===== src/source/dccm_ctl_config.svh =====
`ifndef DCCM_CTL_CONFIG_SVH
`define DCCM_CTL_CONFIG_SVH

// dccm byte address width
`define DCCM_ADDR_BITS 16

// one bank word and its check bits
`define DCCM_DATA_BITS 32
`define DCCM_ECC_BITS 7

// address bit that picks the lo or hi bank
`define DCCM_BANK_LSB 2

// dma buffer entry number
`define DMA_TAG_BITS 3

`endif


===== src/source/dccm_ctl_pkg.sv =====
`default_nettype none

`include "dccm_ctl_config.svh"

package dccm_ctl_pkg;

   typedef logic [`DCCM_ADDR_BITS-1:0]                  dccm_addr_t;
   typedef logic [`DCCM_DATA_BITS-1:0]                  dccm_data_t;
   typedef logic [`DCCM_ECC_BITS-1:0]                   dccm_ecc_t;
   typedef logic [`DCCM_DATA_BITS/8-1:0]                dccm_byteen_t;
   typedef logic [`DMA_TAG_BITS-1:0]                    dma_tag_t;
   typedef logic [`DCCM_ECC_BITS+`DCCM_DATA_BITS-1:0]   dccm_fdata_t;  // {ecc, data}

   typedef struct packed {
      logic valid;
      logic load;
      logic store;
      logic dma;     // access issued on behalf of the dma
      logic by;
      logic half;
      logic word;
      logic dword;
   } lsu_pkt_t;

   // write side of the single dccm port
   typedef struct packed {
      logic        wren;
      dccm_addr_t  addr_lo;
      dccm_addr_t  addr_hi;
      dccm_fdata_t data_lo;
      dccm_fdata_t data_hi;
   } dccm_wr_t;

   typedef struct packed {
      logic        valid;
      logic        use_hi;    // only the hi bank failed
      dccm_addr_t  addr_lo;
      dccm_addr_t  addr_hi;
      dccm_fdata_t fdata_lo;
      dccm_fdata_t fdata_hi;
   } scrub_req_t;

   typedef struct packed {
      logic       reqvld;     // held until commit
      dccm_addr_t addr;
      dccm_data_t data;
      dccm_ecc_t  ecc;
   } stbuf_req_t;

endpackage

`default_nettype wire


===== src/source/dccm_port_arb.sv =====
`timescale 1ns/10ps
`default_nettype none

`include "dccm_ctl_config.svh"

module dccm_port_arb
   import dccm_ctl_pkg::*;
(
   input  wire lsu_pkt_t     lsu_pkt_d,
   input  wire dccm_addr_t   lsu_addr_d,
   input  wire dccm_addr_t   end_addr_d,
   input  wire               addr_in_dccm_d,
   input  wire stbuf_req_t   stbuf,
   input  wire               dma_dccm_wen,
   input  wire dccm_fdata_t  dma_wdata_lo,
   input  wire dccm_fdata_t  dma_wdata_hi,
   input  wire scrub_req_t   scrub,
   output logic              dccm_rden,
   output dccm_addr_t        dccm_rd_addr_lo,
   output dccm_addr_t        dccm_rd_addr_hi,
   output logic              stbuf_commit,
   output dccm_wr_t          dccm_wr
);

   logic rden_d;
   logic stbuf_bank;
   logic bank_clash;

   // aligned word stores overwrite the whole word with fresh ecc, no read needed
   assign rden_d = lsu_pkt_d.valid & addr_in_dccm_d &
                   (lsu_pkt_d.load |
                    (lsu_pkt_d.store & (~(lsu_pkt_d.word | lsu_pkt_d.dword) |
                                        (lsu_addr_d[1:0] != 2'b00))));

   assign dccm_rden       = rden_d;
   assign dccm_rd_addr_lo = lsu_addr_d;
   assign dccm_rd_addr_hi = end_addr_d;   // hi bank reads at the last byte

   assign stbuf_bank = stbuf.addr[`DCCM_BANK_LSB];
   assign bank_clash = (stbuf_bank == lsu_addr_d[`DCCM_BANK_LSB]) |
                       (stbuf_bank == end_addr_d[`DCCM_BANK_LSB]);

   // a read on the other bank can share the cycle with a commit
   assign stbuf_commit = stbuf.reqvld & ~dma_dccm_wen & ~scrub.valid &
                         (~rden_d | ~bank_clash);

   always_comb begin
      dccm_wr.wren = scrub.valid | dma_dccm_wen | stbuf_commit;
      if (scrub.valid) begin                   // failing bank goes out on lo
         dccm_wr.addr_lo = scrub.use_hi ? scrub.addr_hi  : scrub.addr_lo;
         dccm_wr.addr_hi = scrub.use_hi ? scrub.addr_lo  : scrub.addr_hi;
         dccm_wr.data_lo = scrub.use_hi ? scrub.fdata_hi : scrub.fdata_lo;
         dccm_wr.data_hi = scrub.use_hi ? scrub.fdata_lo : scrub.fdata_hi;
      end else if (dma_dccm_wen) begin
         dccm_wr.addr_lo = lsu_addr_d;
         dccm_wr.addr_hi = end_addr_d;
         dccm_wr.data_lo = dma_wdata_lo;
         dccm_wr.data_hi = dma_wdata_hi;
      end else begin
         dccm_wr.addr_lo = stbuf.addr;
         dccm_wr.addr_hi = stbuf.addr;
         dccm_wr.data_lo = {stbuf.ecc, stbuf.data};
         dccm_wr.data_hi = {stbuf.ecc, stbuf.data};
      end
   end

endmodule

`default_nettype wire


===== src/source/dccm_ld_pipe.sv =====
`timescale 1ns/10ps
`default_nettype none

`include "dccm_ctl_config.svh"

module dccm_ld_pipe
   import dccm_ctl_pkg::*;
(
   input  wire                clk,
   input  wire                reset,
   input  wire lsu_pkt_t      lsu_pkt_d,
   input  wire dccm_addr_t    lsu_addr_d,
   input  wire dccm_addr_t    end_addr_d,
   input  wire                addr_in_dccm_d,
   input  wire                dccm_rden,
   input  wire dma_tag_t      dma_mem_tag_m,
   input  wire dccm_data_t    stbuf_fwddata_lo_m,
   input  wire dccm_data_t    stbuf_fwddata_hi_m,
   input  wire dccm_byteen_t  stbuf_fwdbyteen_lo_m,
   input  wire dccm_byteen_t  stbuf_fwdbyteen_hi_m,
   input  wire dccm_fdata_t   dccm_rd_data_lo,
   input  wire dccm_fdata_t   dccm_rd_data_hi,
   input  wire dccm_data_t    sec_data_lo_r,
   input  wire dccm_data_t    sec_data_hi_r,
   input  wire                double_ecc_error_r,
   output lsu_pkt_t           lsu_pkt_r,
   output dccm_addr_t         lsu_addr_r,
   output dccm_addr_t         end_addr_r,
   output dccm_data_t         lsu_ld_data_r,        // right justified
   output dccm_data_t         lsu_ld_data_corr_r,
   output logic               dccm_dma_rvalid,
   output logic               dccm_dma_ecc_error,
   output dma_tag_t           dccm_dma_rtag,
   output dccm_data_t [1:0]   dccm_dma_rdata
);

   localparam int WORD_BITS = `DCCM_DATA_BITS;
   localparam int PAIR_BYTES = 2 * WORD_BITS / 8;

   lsu_pkt_t                 lsu_pkt_m;
   dccm_addr_t               lsu_addr_m;
   dccm_addr_t               end_addr_m;
   logic                     in_dccm_m;
   logic                     in_dccm_r;
   logic                     rden_m;
   dccm_data_t               rdata_lo_r;
   dccm_data_t               rdata_hi_r;
   dccm_data_t               fwddata_lo_r;
   dccm_data_t               fwddata_hi_r;
   dccm_byteen_t             fwdbyteen_lo_r;
   dccm_byteen_t             fwdbyteen_hi_r;
   dma_tag_t                 dma_tag_r;
   logic [2*WORD_BITS-1:0]   rdata_pair_r;
   logic [2*WORD_BITS-1:0]   fwd_pair_r;
   logic [2*WORD_BITS-1:0]   sec_pair_r;
   logic [2*WORD_BITS-1:0]   ld_raw_r;
   logic [2*WORD_BITS-1:0]   ld_corr_r;
   logic [2*WORD_BITS-1:0]   ld_raw_sh;
   logic [2*WORD_BITS-1:0]   ld_corr_sh;
   logic [PAIR_BYTES-1:0]    fwd_byteen_r;
   logic                     dual_r;

   always_ff @(posedge clk) begin
      if (reset) begin
         lsu_pkt_m <= '0;
         lsu_pkt_r <= '0;
         rden_m    <= 1'b0;
      end else begin
         lsu_pkt_m <= lsu_pkt_d;
         lsu_pkt_r <= lsu_pkt_m;
         rden_m    <= dccm_rden;
      end
   end

   always_ff @(posedge clk) begin
      lsu_addr_m     <= lsu_addr_d;
      end_addr_m     <= end_addr_d;
      in_dccm_m      <= addr_in_dccm_d;
      lsu_addr_r     <= lsu_addr_m;
      end_addr_r     <= end_addr_m;
      in_dccm_r      <= in_dccm_m;
      fwdbyteen_lo_r <= stbuf_fwdbyteen_lo_m;
      fwdbyteen_hi_r <= stbuf_fwdbyteen_hi_m;
      dma_tag_r      <= dma_mem_tag_m;
      if (rden_m) begin                      // memory output only valid after a read
         rdata_lo_r <= dccm_rd_data_lo[WORD_BITS-1:0];
         rdata_hi_r <= dccm_rd_data_hi[WORD_BITS-1:0];
      end
      if (|{stbuf_fwdbyteen_hi_m, stbuf_fwdbyteen_lo_m}) begin
         fwddata_lo_r <= stbuf_fwddata_lo_m;
         fwddata_hi_r <= stbuf_fwddata_hi_m;
      end
   end

   assign fwd_byteen_r = {fwdbyteen_hi_r, fwdbyteen_lo_r};
   assign rdata_pair_r = {rdata_hi_r, rdata_lo_r};
   assign fwd_pair_r   = {fwddata_hi_r, fwddata_lo_r};
   assign sec_pair_r   = {sec_data_hi_r, sec_data_lo_r};

   // forwarded bytes win over the memory
   for (genvar i = 0; i < PAIR_BYTES; i++) begin : g_merge
      assign ld_raw_r[8*i +: 8]  = fwd_byteen_r[i] ? fwd_pair_r[8*i +: 8] :
                                   ({8{in_dccm_r}} & rdata_pair_r[8*i +: 8]);
      assign ld_corr_r[8*i +: 8] = fwd_byteen_r[i] ? fwd_pair_r[8*i +: 8] :
                                   ({8{in_dccm_r}} & sec_pair_r[8*i +: 8]);
   end

   assign ld_raw_sh          = ld_raw_r >> {lsu_addr_r[1:0], 3'b000};
   assign ld_corr_sh         = ld_corr_r >> {lsu_addr_r[1:0], 3'b000};
   assign lsu_ld_data_r      = ld_raw_sh[WORD_BITS-1:0];
   assign lsu_ld_data_corr_r = ld_corr_sh[WORD_BITS-1:0];

   assign dual_r = lsu_addr_r[`DCCM_BANK_LSB] != end_addr_r[`DCCM_BANK_LSB];  // straddles banks

   assign dccm_dma_rvalid    = lsu_pkt_r.valid & lsu_pkt_r.load & lsu_pkt_r.dma;
   assign dccm_dma_ecc_error = double_ecc_error_r;
   assign dccm_dma_rtag      = dma_tag_r;
   assign dccm_dma_rdata     = dual_r ? ld_corr_r : {2{ld_corr_r[WORD_BITS-1:0]}};

endmodule

`default_nettype wire


===== src/source/dccm_ecc_scrub.sv =====
`timescale 1ns/10ps
`default_nettype none

module dccm_ecc_scrub
   import dccm_ctl_pkg::*;
(
   input  wire              clk,
   input  wire              reset,
   input  wire lsu_pkt_t    lsu_pkt_r,
   input  wire dccm_addr_t  lsu_addr_r,
   input  wire dccm_addr_t  end_addr_r,
   input  wire              lsu_commit_r,
   input  wire              single_ecc_error_lo_r,
   input  wire              single_ecc_error_hi_r,
   input  wire              double_ecc_error_r,
   input  wire dccm_data_t  sec_data_lo_r,
   input  wire dccm_data_t  sec_data_hi_r,
   input  wire dccm_ecc_t   sec_ecc_lo_r,
   input  wire dccm_ecc_t   sec_ecc_hi_r,
   output logic             ld_single_ecc_error_r,
   output scrub_req_t       scrub
);

   logic ld_err_lo_r;
   logic ld_err_hi_r;
   logic scrub_ns;

   assign ld_err_lo_r = lsu_pkt_r.valid & lsu_pkt_r.load & single_ecc_error_lo_r;
   assign ld_err_hi_r = lsu_pkt_r.valid & lsu_pkt_r.load & single_ecc_error_hi_r;

   // a double error is not correctable, nothing to write back
   assign ld_single_ecc_error_r = (ld_err_lo_r | ld_err_hi_r) & ~double_ecc_error_r;

   // speculative loads that never commit leave memory alone
   assign scrub_ns = ld_single_ecc_error_r & (lsu_commit_r | lsu_pkt_r.dma);

   always_ff @(posedge clk) begin
      if (reset) begin
         scrub.valid <= 1'b0;
      end else begin
         scrub.valid <= scrub_ns;    // one-shot request
      end
      if (scrub_ns) begin
         scrub.use_hi   <= ld_err_hi_r & ~ld_err_lo_r;
         scrub.addr_lo  <= lsu_addr_r;
         scrub.addr_hi  <= end_addr_r;
         scrub.fdata_lo <= {sec_ecc_lo_r, sec_data_lo_r};
         scrub.fdata_hi <= {sec_ecc_hi_r, sec_data_hi_r};
      end
   end

endmodule

`default_nettype wire


===== src/source/dccm_ctl_top.sv =====
`timescale 1ns/10ps
`default_nettype none

module dccm_ctl_top
   import dccm_ctl_pkg::*;
(
   input  wire                 clk,
   input  wire                 reset,
   input  wire lsu_pkt_t       lsu_pkt_d,
   input  wire dccm_addr_t     lsu_addr_d,
   input  wire dccm_addr_t     end_addr_d,
   input  wire                 addr_in_dccm_d,
   input  wire                 lsu_commit_r,
   input  wire stbuf_req_t     stbuf,
   input  wire                 dma_dccm_wen,
   input  wire dccm_fdata_t    dma_wdata_lo,
   input  wire dccm_fdata_t    dma_wdata_hi,
   input  wire dma_tag_t       dma_mem_tag_m,
   input  wire dccm_data_t     stbuf_fwddata_lo_m,
   input  wire dccm_data_t     stbuf_fwddata_hi_m,
   input  wire dccm_byteen_t   stbuf_fwdbyteen_lo_m,
   input  wire dccm_byteen_t   stbuf_fwdbyteen_hi_m,
   input  wire dccm_fdata_t    dccm_rd_data_lo,       // memory output in m
   input  wire dccm_fdata_t    dccm_rd_data_hi,
   input  wire                 single_ecc_error_lo_r,
   input  wire                 single_ecc_error_hi_r,
   input  wire                 double_ecc_error_r,
   input  wire dccm_data_t     sec_data_lo_r,
   input  wire dccm_data_t     sec_data_hi_r,
   input  wire dccm_ecc_t      sec_ecc_lo_r,
   input  wire dccm_ecc_t      sec_ecc_hi_r,
   output dccm_wr_t            dccm_wr,
   output logic                dccm_rden,
   output dccm_addr_t          dccm_rd_addr_lo,
   output dccm_addr_t          dccm_rd_addr_hi,
   output logic                stbuf_commit,
   output dccm_data_t          lsu_ld_data_r,
   output dccm_data_t          lsu_ld_data_corr_r,
   output logic                ld_single_ecc_error_r,
   output logic                dccm_dma_rvalid,
   output logic                dccm_dma_ecc_error,
   output dma_tag_t            dccm_dma_rtag,
   output dccm_data_t [1:0]    dccm_dma_rdata
);

   lsu_pkt_t   lsu_pkt_r;
   dccm_addr_t lsu_addr_r;
   dccm_addr_t end_addr_r;
   scrub_req_t scrub;    // corrected word going back one cycle after r

   dccm_port_arb i_dccm_port_arb (.*);

   dccm_ld_pipe i_dccm_ld_pipe (.*);

   dccm_ecc_scrub i_dccm_ecc_scrub (.*);

endmodule

`default_nettype wire


===== config.mk =====
export PLATFORM = sky130hd
export DESIGN_NAME = dccm_ctl_top
export DESIGN_NICKNAME = d
export VERILOG_FILES = /design/src/source/dccm_ctl_pkg.sv /design/src/source/dccm_port_arb.sv /design/src/source/dccm_ld_pipe.sv /design/src/source/dccm_ecc_scrub.sv /design/src/source/dccm_ctl_top.sv
export VERILOG_INCLUDE_DIRS = /design/src /design/src/source
export SDC_FILE = /design/constraint.sdc
export NUM_CORES = 1
export LEC_CHECK = 0
export ABC_AREA = 0
export BUFFER_PORTS_ARGS = -buffer_cell sky130_fd_sc_hd__buf_2
export CORE_AREA = 2 2 267 269
export CTS_CLUSTER_DIAMETER = 60
export DETAILED_ROUTE_END_ITERATION = 10
export DIE_AREA = 0 0 269 271
export GPL_ROUTABILITY_DRIVEN = 1
export PLACE_DENSITY = 0.55
export SYNTH_ARGS = -nofsm -noshare
export SYNTH_HDL_FRONTEND = slang
export SYNTH_SLANG_ARGS = --single-unit

===== constraint.sdc =====
create_clock -name clk -period 14.3 [get_ports clk]
set_clock_uncertainty 0.1 [all_clocks]
set_input_delay 2.86 -clock clk [delete_from_list [all_inputs] [get_ports clk]]
set_output_delay 2.86 -clock clk [all_outputs]
set_load 0.02 [all_outputs]

Word level (Yosys, flattened, before mapping)
Index checks and enable logic that the tools add are counted.
Word-level totals
  bits in registers: 324
  bits in latches: 0
  RAM bits: 0
  memory bits (read-only): 0
  bits of input ports: 413
  output and inout port bits: 279
  logic and storage cells: 101
  memories: 0
Cells by class
  add/subtract/negate cells: 0
  multipliers: 0
  divide/modulo/power cells: 0
  order comparisons: 0
  eq/ne operators: 3
  shift operators: 2
  multiplexer cells: 23
  bitwise logic cells: 45
  reduce and logical (&&, ||, !) cells: 2
Operators by type and width (count)
  $mux 110: 2
  $and 8x8->8: 16
  $mux 8: 16
  $shr 64x5->32: 2
  $mux 39: 2
  $mux 64: 1
  $mux 16: 2
  $and 1x1->1: 13
  $or 1x1->1: 9
  $reduce_or 8->1: 1
  $not 1->1: 7
  $eq 1x1->1: 2
  $reduce_bool 2->1: 1
  $ne 1x1->1: 1

Depth between registers and ports, before layout
Gate-level depths: netlist of run 1.
  word-level depth: 10
  depth in mapped cells: 6
  mapped depth without buffers: 3

By module
Synthesis of run 1 repeated with hierarchy kept, for this count alone.
Second synthesis, totals
  cells, all modules: 1313
  area, all modules: 16009.1 um2
Modules (own cells, without submodules)
  dccm_ld_pipe: instances 1, cells an instance 709, area each 9137.5 um2, sequential area each 5485.3 um2
  dccm_port_arb: instances 1, cells an instance 484, area each 3460.8 um2, sequential area each 0.0 um2
  dccm_ecc_scrub: instances 1, cells an instance 120, area each 3410.8 um2, sequential area each 3353.2 um2

Worst setup path before layout of run 1
Ideal clock, no wire load.
  kind: input-to-reg
  start: input port double_ecc_error_r
  end: register i_dccm_ecc_scrub.scrub[0] (netlist name)
  setup time: 0.856 ns
  data arrival time: 13.602 ns
  data required time: 13.344 ns
  setup slack: -0.258 ns
  stages on the path: 1
  buffers on the path: 0
  cells stage by stage: nor4_1
On the way
  cells in the longest elaborated chain, start to end: 3
Ends and longest elaborated chain
  start, declared: RTL line dccm_ctl_top.sv:27  | input wire double_ecc_error_r,
  $not 1->1: RTL line dccm_ecc_scrub.sv:32  | assign ld_single_ecc_error_r = (ld_err_lo_r | ld_err_hi_r) & ~double_ecc_error_r;
  $and 1x1->1: RTL line dccm_ecc_scrub.sv:32
  $and 1x1->1: RTL line dccm_ecc_scrub.sv:35  | assign scrub_ns = ld_single_ecc_error_r & (lsu_commit_r | lsu_pkt_r.dma);
No other way between the ends.
A chain may end at the register's enable or synchronous reset.

==> results.toml, run 1 <==
[setup_path]
crit_family = "buffers and inverters"
crit_required_ns = 11.34
critPathSlowestCell = "buf_4"
critical_path_class = "in2out"
max_stage_delay_ns = 0.78
critPathLaunchType = "input port"
critPathCaptureType = "output port"
worstPathMaxFanout = 93
critPathBufInv = 3
cp_cell_sequence = "buf_4 > buf_4 > nor2b_1 > a211oi_1 > a21oi_1 > buf_2"
crit_arrival_ns = 5.27
crit_top_cell = "buf_4"

[floorplanning]
die_x_um = 269
coreArea_um2 = 69800
pin_count = 692
die_area_um2 = 72900
initial_core_util = 0.223
die_h_um = 271
rows = 97

[sta]
finalSetupTns_ns = 0
fin_ws_ns = 6.07
period_minus_slack_ns = 8.23
tightestPinTransition_ns = 1.14
hold_viol = 0
max_freq_mhz = 122
slew_viol_final = 0
min_period_over_period = 0.576
grt_setup_unrepaired = "false"
setup-violations-final = 0
relSlewSlack = 0.243

[detailed_routing]
drc_errors = 0
drt-vias-per-instance = 4.82
totalWireLength_um = 72500
drt-wirelength-per-cell_um = 26.3
final_antenna_net_count = 0
drt_iter0_markers = 946
num_vias = 13270
drt_first_pass_iters = 5

[global_route]
track_usage = 0.190
grt_pass1_vias = 12935
grt_overflow_total = 0
grt_pass1_wl_um = 96500
grt_start_max_net_pins = 113
grt_antenna_before_repair = 17

[yosys]
ys_types = 34
ys_ff_latch = 316
ys_seq_area_frac = 0.555
ys_async_sr_fraction = 0
synth_edf_count = 231
postSynthCellCount = 1183
syn_nets = 1596
yosysWarnings = 0
syn_area_per_cell_um2 = 13.2
synth_flop_cell = "edfxtp_1"
syn-cell-area_um2 = 15600

[place]
dpl_worst_slack_ns = 6.13
place_congestion = 0.901
port_buffers = 667
hpwl_um = 57800

[clock_network]
path_clk_slew_ns = 0.06
cts-root-buf = "clkbuf_16"
post_cts_buffers = 0
clockBufferDepth = 3
cts_made_buffers = 43
cts-htree-levels = 2
clk_latency_ns = 0.55
cts_tree = "yes"
clock_sinks = 316
cts_hold_buf = 0
cts_resized = 0

[finish]
fillers = 7206
areaGrowthSynthToFinish_pct = 34.4
final_cell_mix = "buf_2, edfxtp_1, a21oi_1"
layout_commonest_cell = "buf_2"
layout.nets = 2187
drive_gt1_frac = 0.471

[power_and_ir_drop]
p_per_area_nw_per_um2 = 122
ir_drop_mv = 0.0915
p_leak_nw = 8.85

[hold_path]
min_path_type = "reg2reg"

[run]
drv_cap = 0

[run_status]
status = "finished clean"
logic make-up (layout without fill, tap and decap cells):
group | count (synthesis) | in the layout | synth area share
other cells | 0 | 5 | 0
flops | 316 | 316 | 0.555
xor+xnor | 2 | 2 | 0.00113
simple gates | 174 | 174 | 0.0638
compound gates | 361 | 361 | 0.165
mux | 192 | 192 | 0.166
buf+inv | 138 | 764 | 0.0494
cell usage after synthesis, drive strengths merged, types with 8 or more instances:
library cell | instances | area share
a32oi | 16 | 0.0090
nor2b | 71 | 0.030
a211oi | 110 | 0.053
mux2i | 110 | 0.071
dfxtp | 85 | 0.11
nand2 | 58 | 0.014
a221o | 13 | 0.0084
mux2 | 32 | 0.023
mux4 | 50 | 0.072
a22o | 76 | 0.043
nand3b | 30 | 0.014
a21oi | 129 | 0.041
o21a | 8 | 0.0039
edfxtp | 231 | 0.45
clkbuf | 47 | 0.011
buf | 91 | 0.038
final cells by class:
class | count | area, um2 | share of cell area
clock inverter | 28 | 279 | 0.0133
clock buffer | 52 | 1130 | 0.0540
tap | 940 | 1180 | 0.0562
multi-input combinational | 729 | 6210 | 0.297
timing repair buffer | 684 | 3470 | 0.166
antenna | 5 | 12.5 | 0.000598
sequential | 316 | 8650 | 0.413
report_power, final:
group / leakage, nW / internal, mW / total, mW / switching, mW
combinational: 5.26 / 0.171 / 0.456 / 0.285
clock: 0.690 / 0.630 / 1.06 / 0.430
sequential: 2.90 / 1.01 / 1.03 / 0.0228
total: 8.85 / 1.81 / 2.55 / 0.738
worst paths after layout:
path                                              startpoint  slack (ns)                      endpoint  cells past startpoint
worst max-delay path                            dma_dccm_wen        6.07                    dccm_wr[0]                      6
worst min-delay path            i_dccm_ld_pipe.lsu_addr_m[1]        0.22  i_dccm_ld_pipe.lsu_addr_r[1]                      0
worst max register to register   i_dccm_ld_pipe.lsu_pkt_r[6]       11.64    i_dccm_ecc_scrub.scrub[68]                      4
worst min register to register  i_dccm_ld_pipe.lsu_addr_m[1]        0.22  i_dccm_ld_pipe.lsu_addr_r[1]                      0
layer usage:
metal | track usage | vias up | routed length (um)
met4 | 0.0928 | 8 | 3490
met2 | 0.315 | 762 | 34500
met3 | 0.0488 | 144 | 5920
met1 | 0.226 | 6482 | 28500
met5 | 0 | - | 56
li1 | - | 5874 | -
flip-flops by register name (all words and copies together) (netlist names):
signal / count
i_dccm_ecc_scrub.scrub: 112
i_dccm_ld_pipe.dccm_dma_rtag: 3
i_dccm_ld_pipe.end_addr_m: 16
i_dccm_ld_pipe.end_addr_r: 16
i_dccm_ld_pipe.fwdbyteen_hi_r: 4
i_dccm_ld_pipe.fwdbyteen_lo_r: 4
i_dccm_ld_pipe.fwddata_hi_r: 32
i_dccm_ld_pipe.fwddata_lo_r: 32
i_dccm_ld_pipe.in_dccm_m: 1
i_dccm_ld_pipe.in_dccm_r: 1
i_dccm_ld_pipe.lsu_addr_m: 16
i_dccm_ld_pipe.lsu_addr_r: 16
i_dccm_ld_pipe.lsu_pkt_m: 3
i_dccm_ld_pipe.lsu_pkt_r: 3
i_dccm_ld_pipe.rdata_hi_r: 24
i_dccm_ld_pipe.rdata_lo_r: 32
i_dccm_ld_pipe.rden_m: 1
per-stage QoR:
step	hold WS (ns)	instance area [um2]	std cells	utilization	total power [mW]
2_1_floorplan	0.210	15600	1183	-	1.29
3_3_place_gp	0.211	19500	2669	0.280	1.51
3_5_place_dp	0.212	19500	2669	0.280	1.51
4_1_cts	0.224	20900	2749	0.300	2.58
5_1_grt	0.229	20900	2754	0.300	2.64
6_report	0.223	20900	2754	0.300	2.55
(Power assumes the default switching activity.)
==> run 2: changes to the inputs <==
==> constraint.sdc (replaced) <==
create_clock -name clk -period 6.7 [get_ports clk]
set_clock_uncertainty 0.1 [all_clocks]
set_input_delay 1.34 -clock clk [delete_from_list [all_inputs] [get_ports clk]]
set_output_delay 1.34 -clock clk [all_outputs]
set_load 0.02 [all_outputs]
==> run 2 against run 1 <==
  * Worst hold slack got worse by 0.0039 ns
  * Power up 120%
  * Via count increased by 0.68%
  * Register-to-register slack lost 7.0 ns
  * Sequential power rose by 110%
  * Wire length is 1.5% higher
  * Global-route usage up 0.32 points
  * Sequential share of layout area shrank 0.20 points
  * Flip-flop and latch count is the same
  * First-iteration DRC count up 15%
  * Die area stayed put
  * Largest power group unchanged
  * Highest routed layer unchanged
==> results.toml, run 2 (synthesis results as in run 1) <==
[clock_network]
post_cts_buffers = 0
cts_tree = "yes"
cts_hold_buf = 0
path_clk_slew_ns = 0.06
cts-root-buf = "clkbuf_16"
cts-htree-levels = 2
cts_resized = 0
clk_latency_ns = 0.54
clock_sinks = 316
clockBufferDepth = 3
cts_made_buffers = 43

[power_and_ir_drop]
p_leak_nw = 8.89
p_per_area_nw_per_um2 = 263
power_mw = 5.53
ir_drop_mv = 0.162

[setup_path]
crit_arrival_ns = 3.23
cp.depth = 6
critPathSlowestCell = "buf_4"
reg2reg_depth = 3
critPathCaptureType = "output port"
crit_path_end = "dccm_wr[7]"
critical_path_class = "in2out"
crit_required_ns = 5.26
critPathBufInv = 3
r2r_end = "i_dccm_ecc_scrub.scrub[72]"
critPathLaunchType = "input port"
crit_top_cell = "buf_4"
max_stage_delay_ns = 0.58
crit_family = "buffers and inverters"
reg2reg_slack_ns = 4.63
timing.rr.start = "i_dccm_ld_pipe.lsu_pkt_r[6]"
worstPathMaxFanout = 73
cp_cell_sequence = "buf_4 > buf_4 > nor2b_1 > a211oi_1 > a21oi_1 > buf_2"
cp-startpoint = "dma_dccm_wen"

[detailed_routing]
drt_iter0_markers = 1089
drt-wirelength-per-cell_um = 26.7
totalWireLength_um = 73600
m1WireLength_um = 29200
met2RoutedLength_um = 34600
final_antenna_net_count = 0
highest_layer = "met5"
wl_met3_um = 6130
drc_errors = 0
drt-vias-per-instance = 4.85
drt_first_pass_iters = 5
num_vias = 13360

[run_status]
status = "finished clean"

[global_route]
grt_pass1_vias = 13193
grt_pass1_wl_um = 98400
grt_start_max_net_pins = 131
track_usage = 0.193
grt_antenna_before_repair = 16
grt_overflow_total = 0

[hold_path]
min_path_type = "reg2reg"

[finish]
multiInputGateArea_um2 = 6210
drive_gt1_frac = 0.473
final_cell_mix = "buf_2, edfxtp_1, a21oi_1"
areaGrowthSynthToFinish_pct = 35.1
regMostFlops = "i_dccm_ecc_scrub.scrub"
fillers = 7239
largest_reg_flops = 112
register_area_um2 = 8650
layout.nets = 2191
layout_commonest_cell = "buf_2"

[floorplanning]
rows = 97
die_h_um = 271
die_x_um = 269
initial_core_util = 0.223
pin_count = 692
coreArea_um2 = 69800
die_area_um2 = 72900

[sta]
slew_viol_final = 0
tightestPinTransition_ns = 0.978
grt_setup_unrepaired = "false"
max_freq_mhz = 214
relSlewSlack = 0.348
min_period_over_period = 0.696
finalSetupTns_ns = 0
hold_viol = 0
period_minus_slack_ns = 4.67
setup-violations-final = 0

[place]
place_congestion = 0.946
hpwl_um = 58500
port_buffers = 667

[run]
drv_cap = 0
==> run 2: cell count changes in the layout (fill, tap and decap cells not counted), moves of 2 or more <==
cell,before,now
clkinv_2,5,3
clkbuf_8,0,4
clkbuf_1,8,10
clkinv_1,5,1
bufinv_16,3,5
buf_12,0,3
inv_6,6,4
==> run 2: final cells by class <==
type | count | share of cell area
Tap cell | 940 | 0.0559
Antenna cell | 4 | 0.000476
Timing Repair Buffer | 688 | 0.168
Multi-Input combinational cell | 729 | 0.295
Clock buffer | 57 | 0.0556
Sequential cell | 316 | 0.411
Clock inverter | 21 | 0.0135
==> run 2: worst min-delay path by stage <==
stage,cells past startpoint,startpoint,end
after global placement,0,i_dccm_ld_pipe.lsu_addr_m[1],i_dccm_ld_pipe.lsu_addr_r[1]
after global routing,0,i_dccm_ld_pipe.lsu_addr_m[1],i_dccm_ld_pipe.lsu_addr_r[1]
after CTS,0,i_dccm_ld_pipe.lsu_addr_m[1],i_dccm_ld_pipe.lsu_addr_r[1]
after detailed placement,0,i_dccm_ld_pipe.lsu_addr_m[15],i_dccm_ld_pipe.lsu_addr_r[15]
after floorplan,0,i_dccm_ld_pipe.end_addr_m[0],i_dccm_ld_pipe.end_addr_r[0]
final,0,i_dccm_ld_pipe.lsu_addr_m[1],i_dccm_ld_pipe.lsu_addr_r[1]
==> run 2: metal layers <==
layer,global-route usage,vias to the layer above
met5,0,-
met4,0.0923,4
met3,0.0482,143
met2,0.319,802
met1,0.233,6526
li1,-,5885
==> run 2: through the flow <==
| stage | std cells | setup slack [ns] | util | instance area [um2] | hold WS (ns) |
|---|---|---|---|---|---|
| after floorplan | 1183 | 1.18 | - | 15600 | 0.210 |
| after detailed placement | 2673 | 2.07 | 0.280 | 19600 | 0.212 |
| final | 2755 | 2.03 | 0.301 | 21000 | 0.220 |
| after global placement | 2673 | 2.17 | 0.280 | 19600 | 0.210 |
| after CTS | 2751 | 2.06 | 0.301 | 21000 | 0.221 |
| after global routing | 2754 | 1.90 | 0.301 | 21000 | 0.227 |
==> run 2: power by group <==
| part | internal [mW] | switching [mW] | total (mW) |
|---|---|---|---|
| clock | 1.44 | 0.899 | 2.34 |
| sequential | 2.16 | 0.0548 | 2.21 |
| combinational | 0.366 | 0.611 | 0.977 |
| total | 3.96 | 1.57 | 5.53 |
==> run 3: changes to the inputs <==
--- a/config.mk
+++ b/config.mk
@@ -13,7 +13,7 @@
 export DETAILED_ROUTE_END_ITERATION = 10
 export DIE_AREA = 0 0 269 271
 export GPL_ROUTABILITY_DRIVEN = 1
-export PLACE_DENSITY = 0.55
+export PLACE_DENSITY = 0.54
 export SYNTH_ARGS = -nofsm -noshare
 export SYNTH_HDL_FRONTEND = slang
 export SYNTH_SLANG_ARGS = --single-unit
==> constraint.sdc (replaced) <==
create_clock -name clk -period 4.63 [get_ports clk]
set_clock_uncertainty 0.1 [all_clocks]
set_input_delay 0.926 -clock clk [delete_from_list [all_inputs] [get_ports clk]]
set_output_delay 0.926 -clock clk [all_outputs]
set_load 0.02 [all_outputs]
==> run 3 against run 2 <==
  * Cell count increased by 0.54%
  * First-iteration DRC count grew 5.1%
  * Combinational power grew 46%
  * Via count is 1.6% higher
  * Critical path depth is 2 lower
  * Utilization rose by 0.070 points
  * Non-clock buffer count grew 14
  * Largest cell class unchanged
==> results.toml, run 3 (synthesis results as in run 1) <==
[sta]
setup-violations-final = 0
relSlewSlack = 0.197
min_period_over_period = 0.879
hold_viol = 0
grt_setup_unrepaired = "false"
slew_viol_final = 0
period_minus_slack_ns = 4.07
tightestPinTransition_ns = 1.20
max_freq_mhz = 246
fin_ws_ns = 0.562

[detailed_routing]
drc_errors = 0
drt-vias-per-instance = 4.90
num_vias = 13573
final_antenna_net_count = 0
drt_first_pass_iters = 6
totalWireLength_um = 73800
drt_iter0_markers = 1145
drt-wirelength-per-cell_um = 26.6

[clock_network]
cts_tree = "yes"
cts-htree-levels = 2
clockBufferDepth = 3
path_clk_slew_ns = 0.06
cts-root-buf = "clkbuf_16"
clk_latency_ns = 0.54
cts_made_buffers = 41
cts_hold_buf = 0
post_cts_buffers = 0
clock_sinks = 316
cts_resized = 0

[setup_path]
cp_cell_sequence = "nor2b_1 > a22o_1 > mux4_2 > buf_2"
crit_required_ns = 3.60
critPathSlowestCell = "nor2b_1"
critical_path_class = "reg2out"
critPathBufInv = 1
critPathLaunchType = "flip-flop"
crit_family = "simple AND/OR/NAND/NOR gates"
worstPathMaxFanout = 16
critPathCaptureType = "output port"
crit_arrival_ns = 3.04
max_stage_delay_ns = 0.95

[global_route]
grt_pass1_wl_um = 98800
grt_start_max_net_pins = 113
grt_overflow_total = 0
grt_antenna_before_repair = 17
track_usage = 0.194
grt_pass1_vias = 13101

[finish]
fillers = 7243
layout_commonest_cell = "buf_2"
largest_reg_flops = 112
regMostFlops = "i_dccm_ecc_scrub.scrub"
layout.nets = 2203
final_cell_mix = "buf_2, edfxtp_1, a21oi_1"
layoutNonFillerInstCount = 2770
areaGrowthSynthToFinish_pct = 35.4
design_area_um2 = 21100
final_util = 0.302
drive_gt1_frac = 0.475

[floorplanning]
pin_count = 692
rows = 97
initial_core_util = 0.223
coreArea_um2 = 69800
die_h_um = 271
die_x_um = 269
die_area_um2 = 72900

[place]
port_buffers = 667
hpwl_um = 59000
place_inst = 2687
dpl_worst_slack_ns = 1.13
place_congestion = 0.968
place_area_um2 = 19700

[run]
drv_cap = 0

[power_and_ir_drop]
power_mw = 7.84
ir_drop_mv = 0.198
p_per_area_nw_per_um2 = 372
p_leak_nw = 8.93

[hold_path]
min_path_type = "reg2reg"

[run_status]
status = "finished clean"
==> run 3: changes by cell type in the layout (fill, tap and decap cells not counted), sizes merged <==
| cell | previous run | this run |
|---|---|---|
| diode | 4 | 7 |
| bufinv | 5 | 3 |
| buf | 688 | 702 |
==> run 3: final timing paths <==
path,slack [ns],cells after the start,start,to
worst max register to register,2.72,3,i_dccm_ld_pipe.lsu_pkt_r[6],i_dccm_ecc_scrub.scrub[34]
worst min-delay path,0.21,0,i_dccm_ld_pipe.lsu_addr_m[1],i_dccm_ld_pipe.lsu_addr_r[1]
worst min register to register,0.21,0,i_dccm_ld_pipe.lsu_addr_m[1],i_dccm_ld_pipe.lsu_addr_r[1]
worst max-delay path,0.56,4,i_dccm_ld_pipe.in_dccm_r,lsu_ld_data_corr_r[6]
==> run 3: power breakdown <==
part           leakage, nW  internal, mW  switching [mW]
clock network        0.670          1.93            1.29
registers             2.90          3.12          0.0692
logic                 5.36         0.536           0.897
==> run 3: layout make-up <==
class,instances,area [um2],share of cell area
flip-flops and latches,316,8650,0.410
multi-input cells,729,6210,0.295
well taps,940,1180,0.0558
diodes,7,17.5,0.000831
repair buffers,702,3670,0.174
clock buffers,57,1150,0.0545
clock inverters,19,213,0.0101
==> run 3: layer usage <==
| metal | global-route usage | part of all wire | routed length [um] | vias to the layer above |
|---|---|---|---|---|
| met2 | 0.318 | 0.47 | 35000 | 837 |
| met3 | 0.0499 | 0.089 | 6540 | 149 |
| met4 | 0.0981 | 0.051 | 3740 | 8 |
| li1 | - | - | - | 5900 |
| met5 | 0 | 0.00075 | 55 | - |
| met1 | 0.233 | 0.39 | 28500 | 6679 |
==> run 3: metrics by stage <==
stage	hold slack (ns)	TNS, ns
global route	0.225	0
CTS	0.215	0
global placement	0.211	0
floorplan	0.210	-50.72
detailed placement	0.212	0
finish	0.210	0
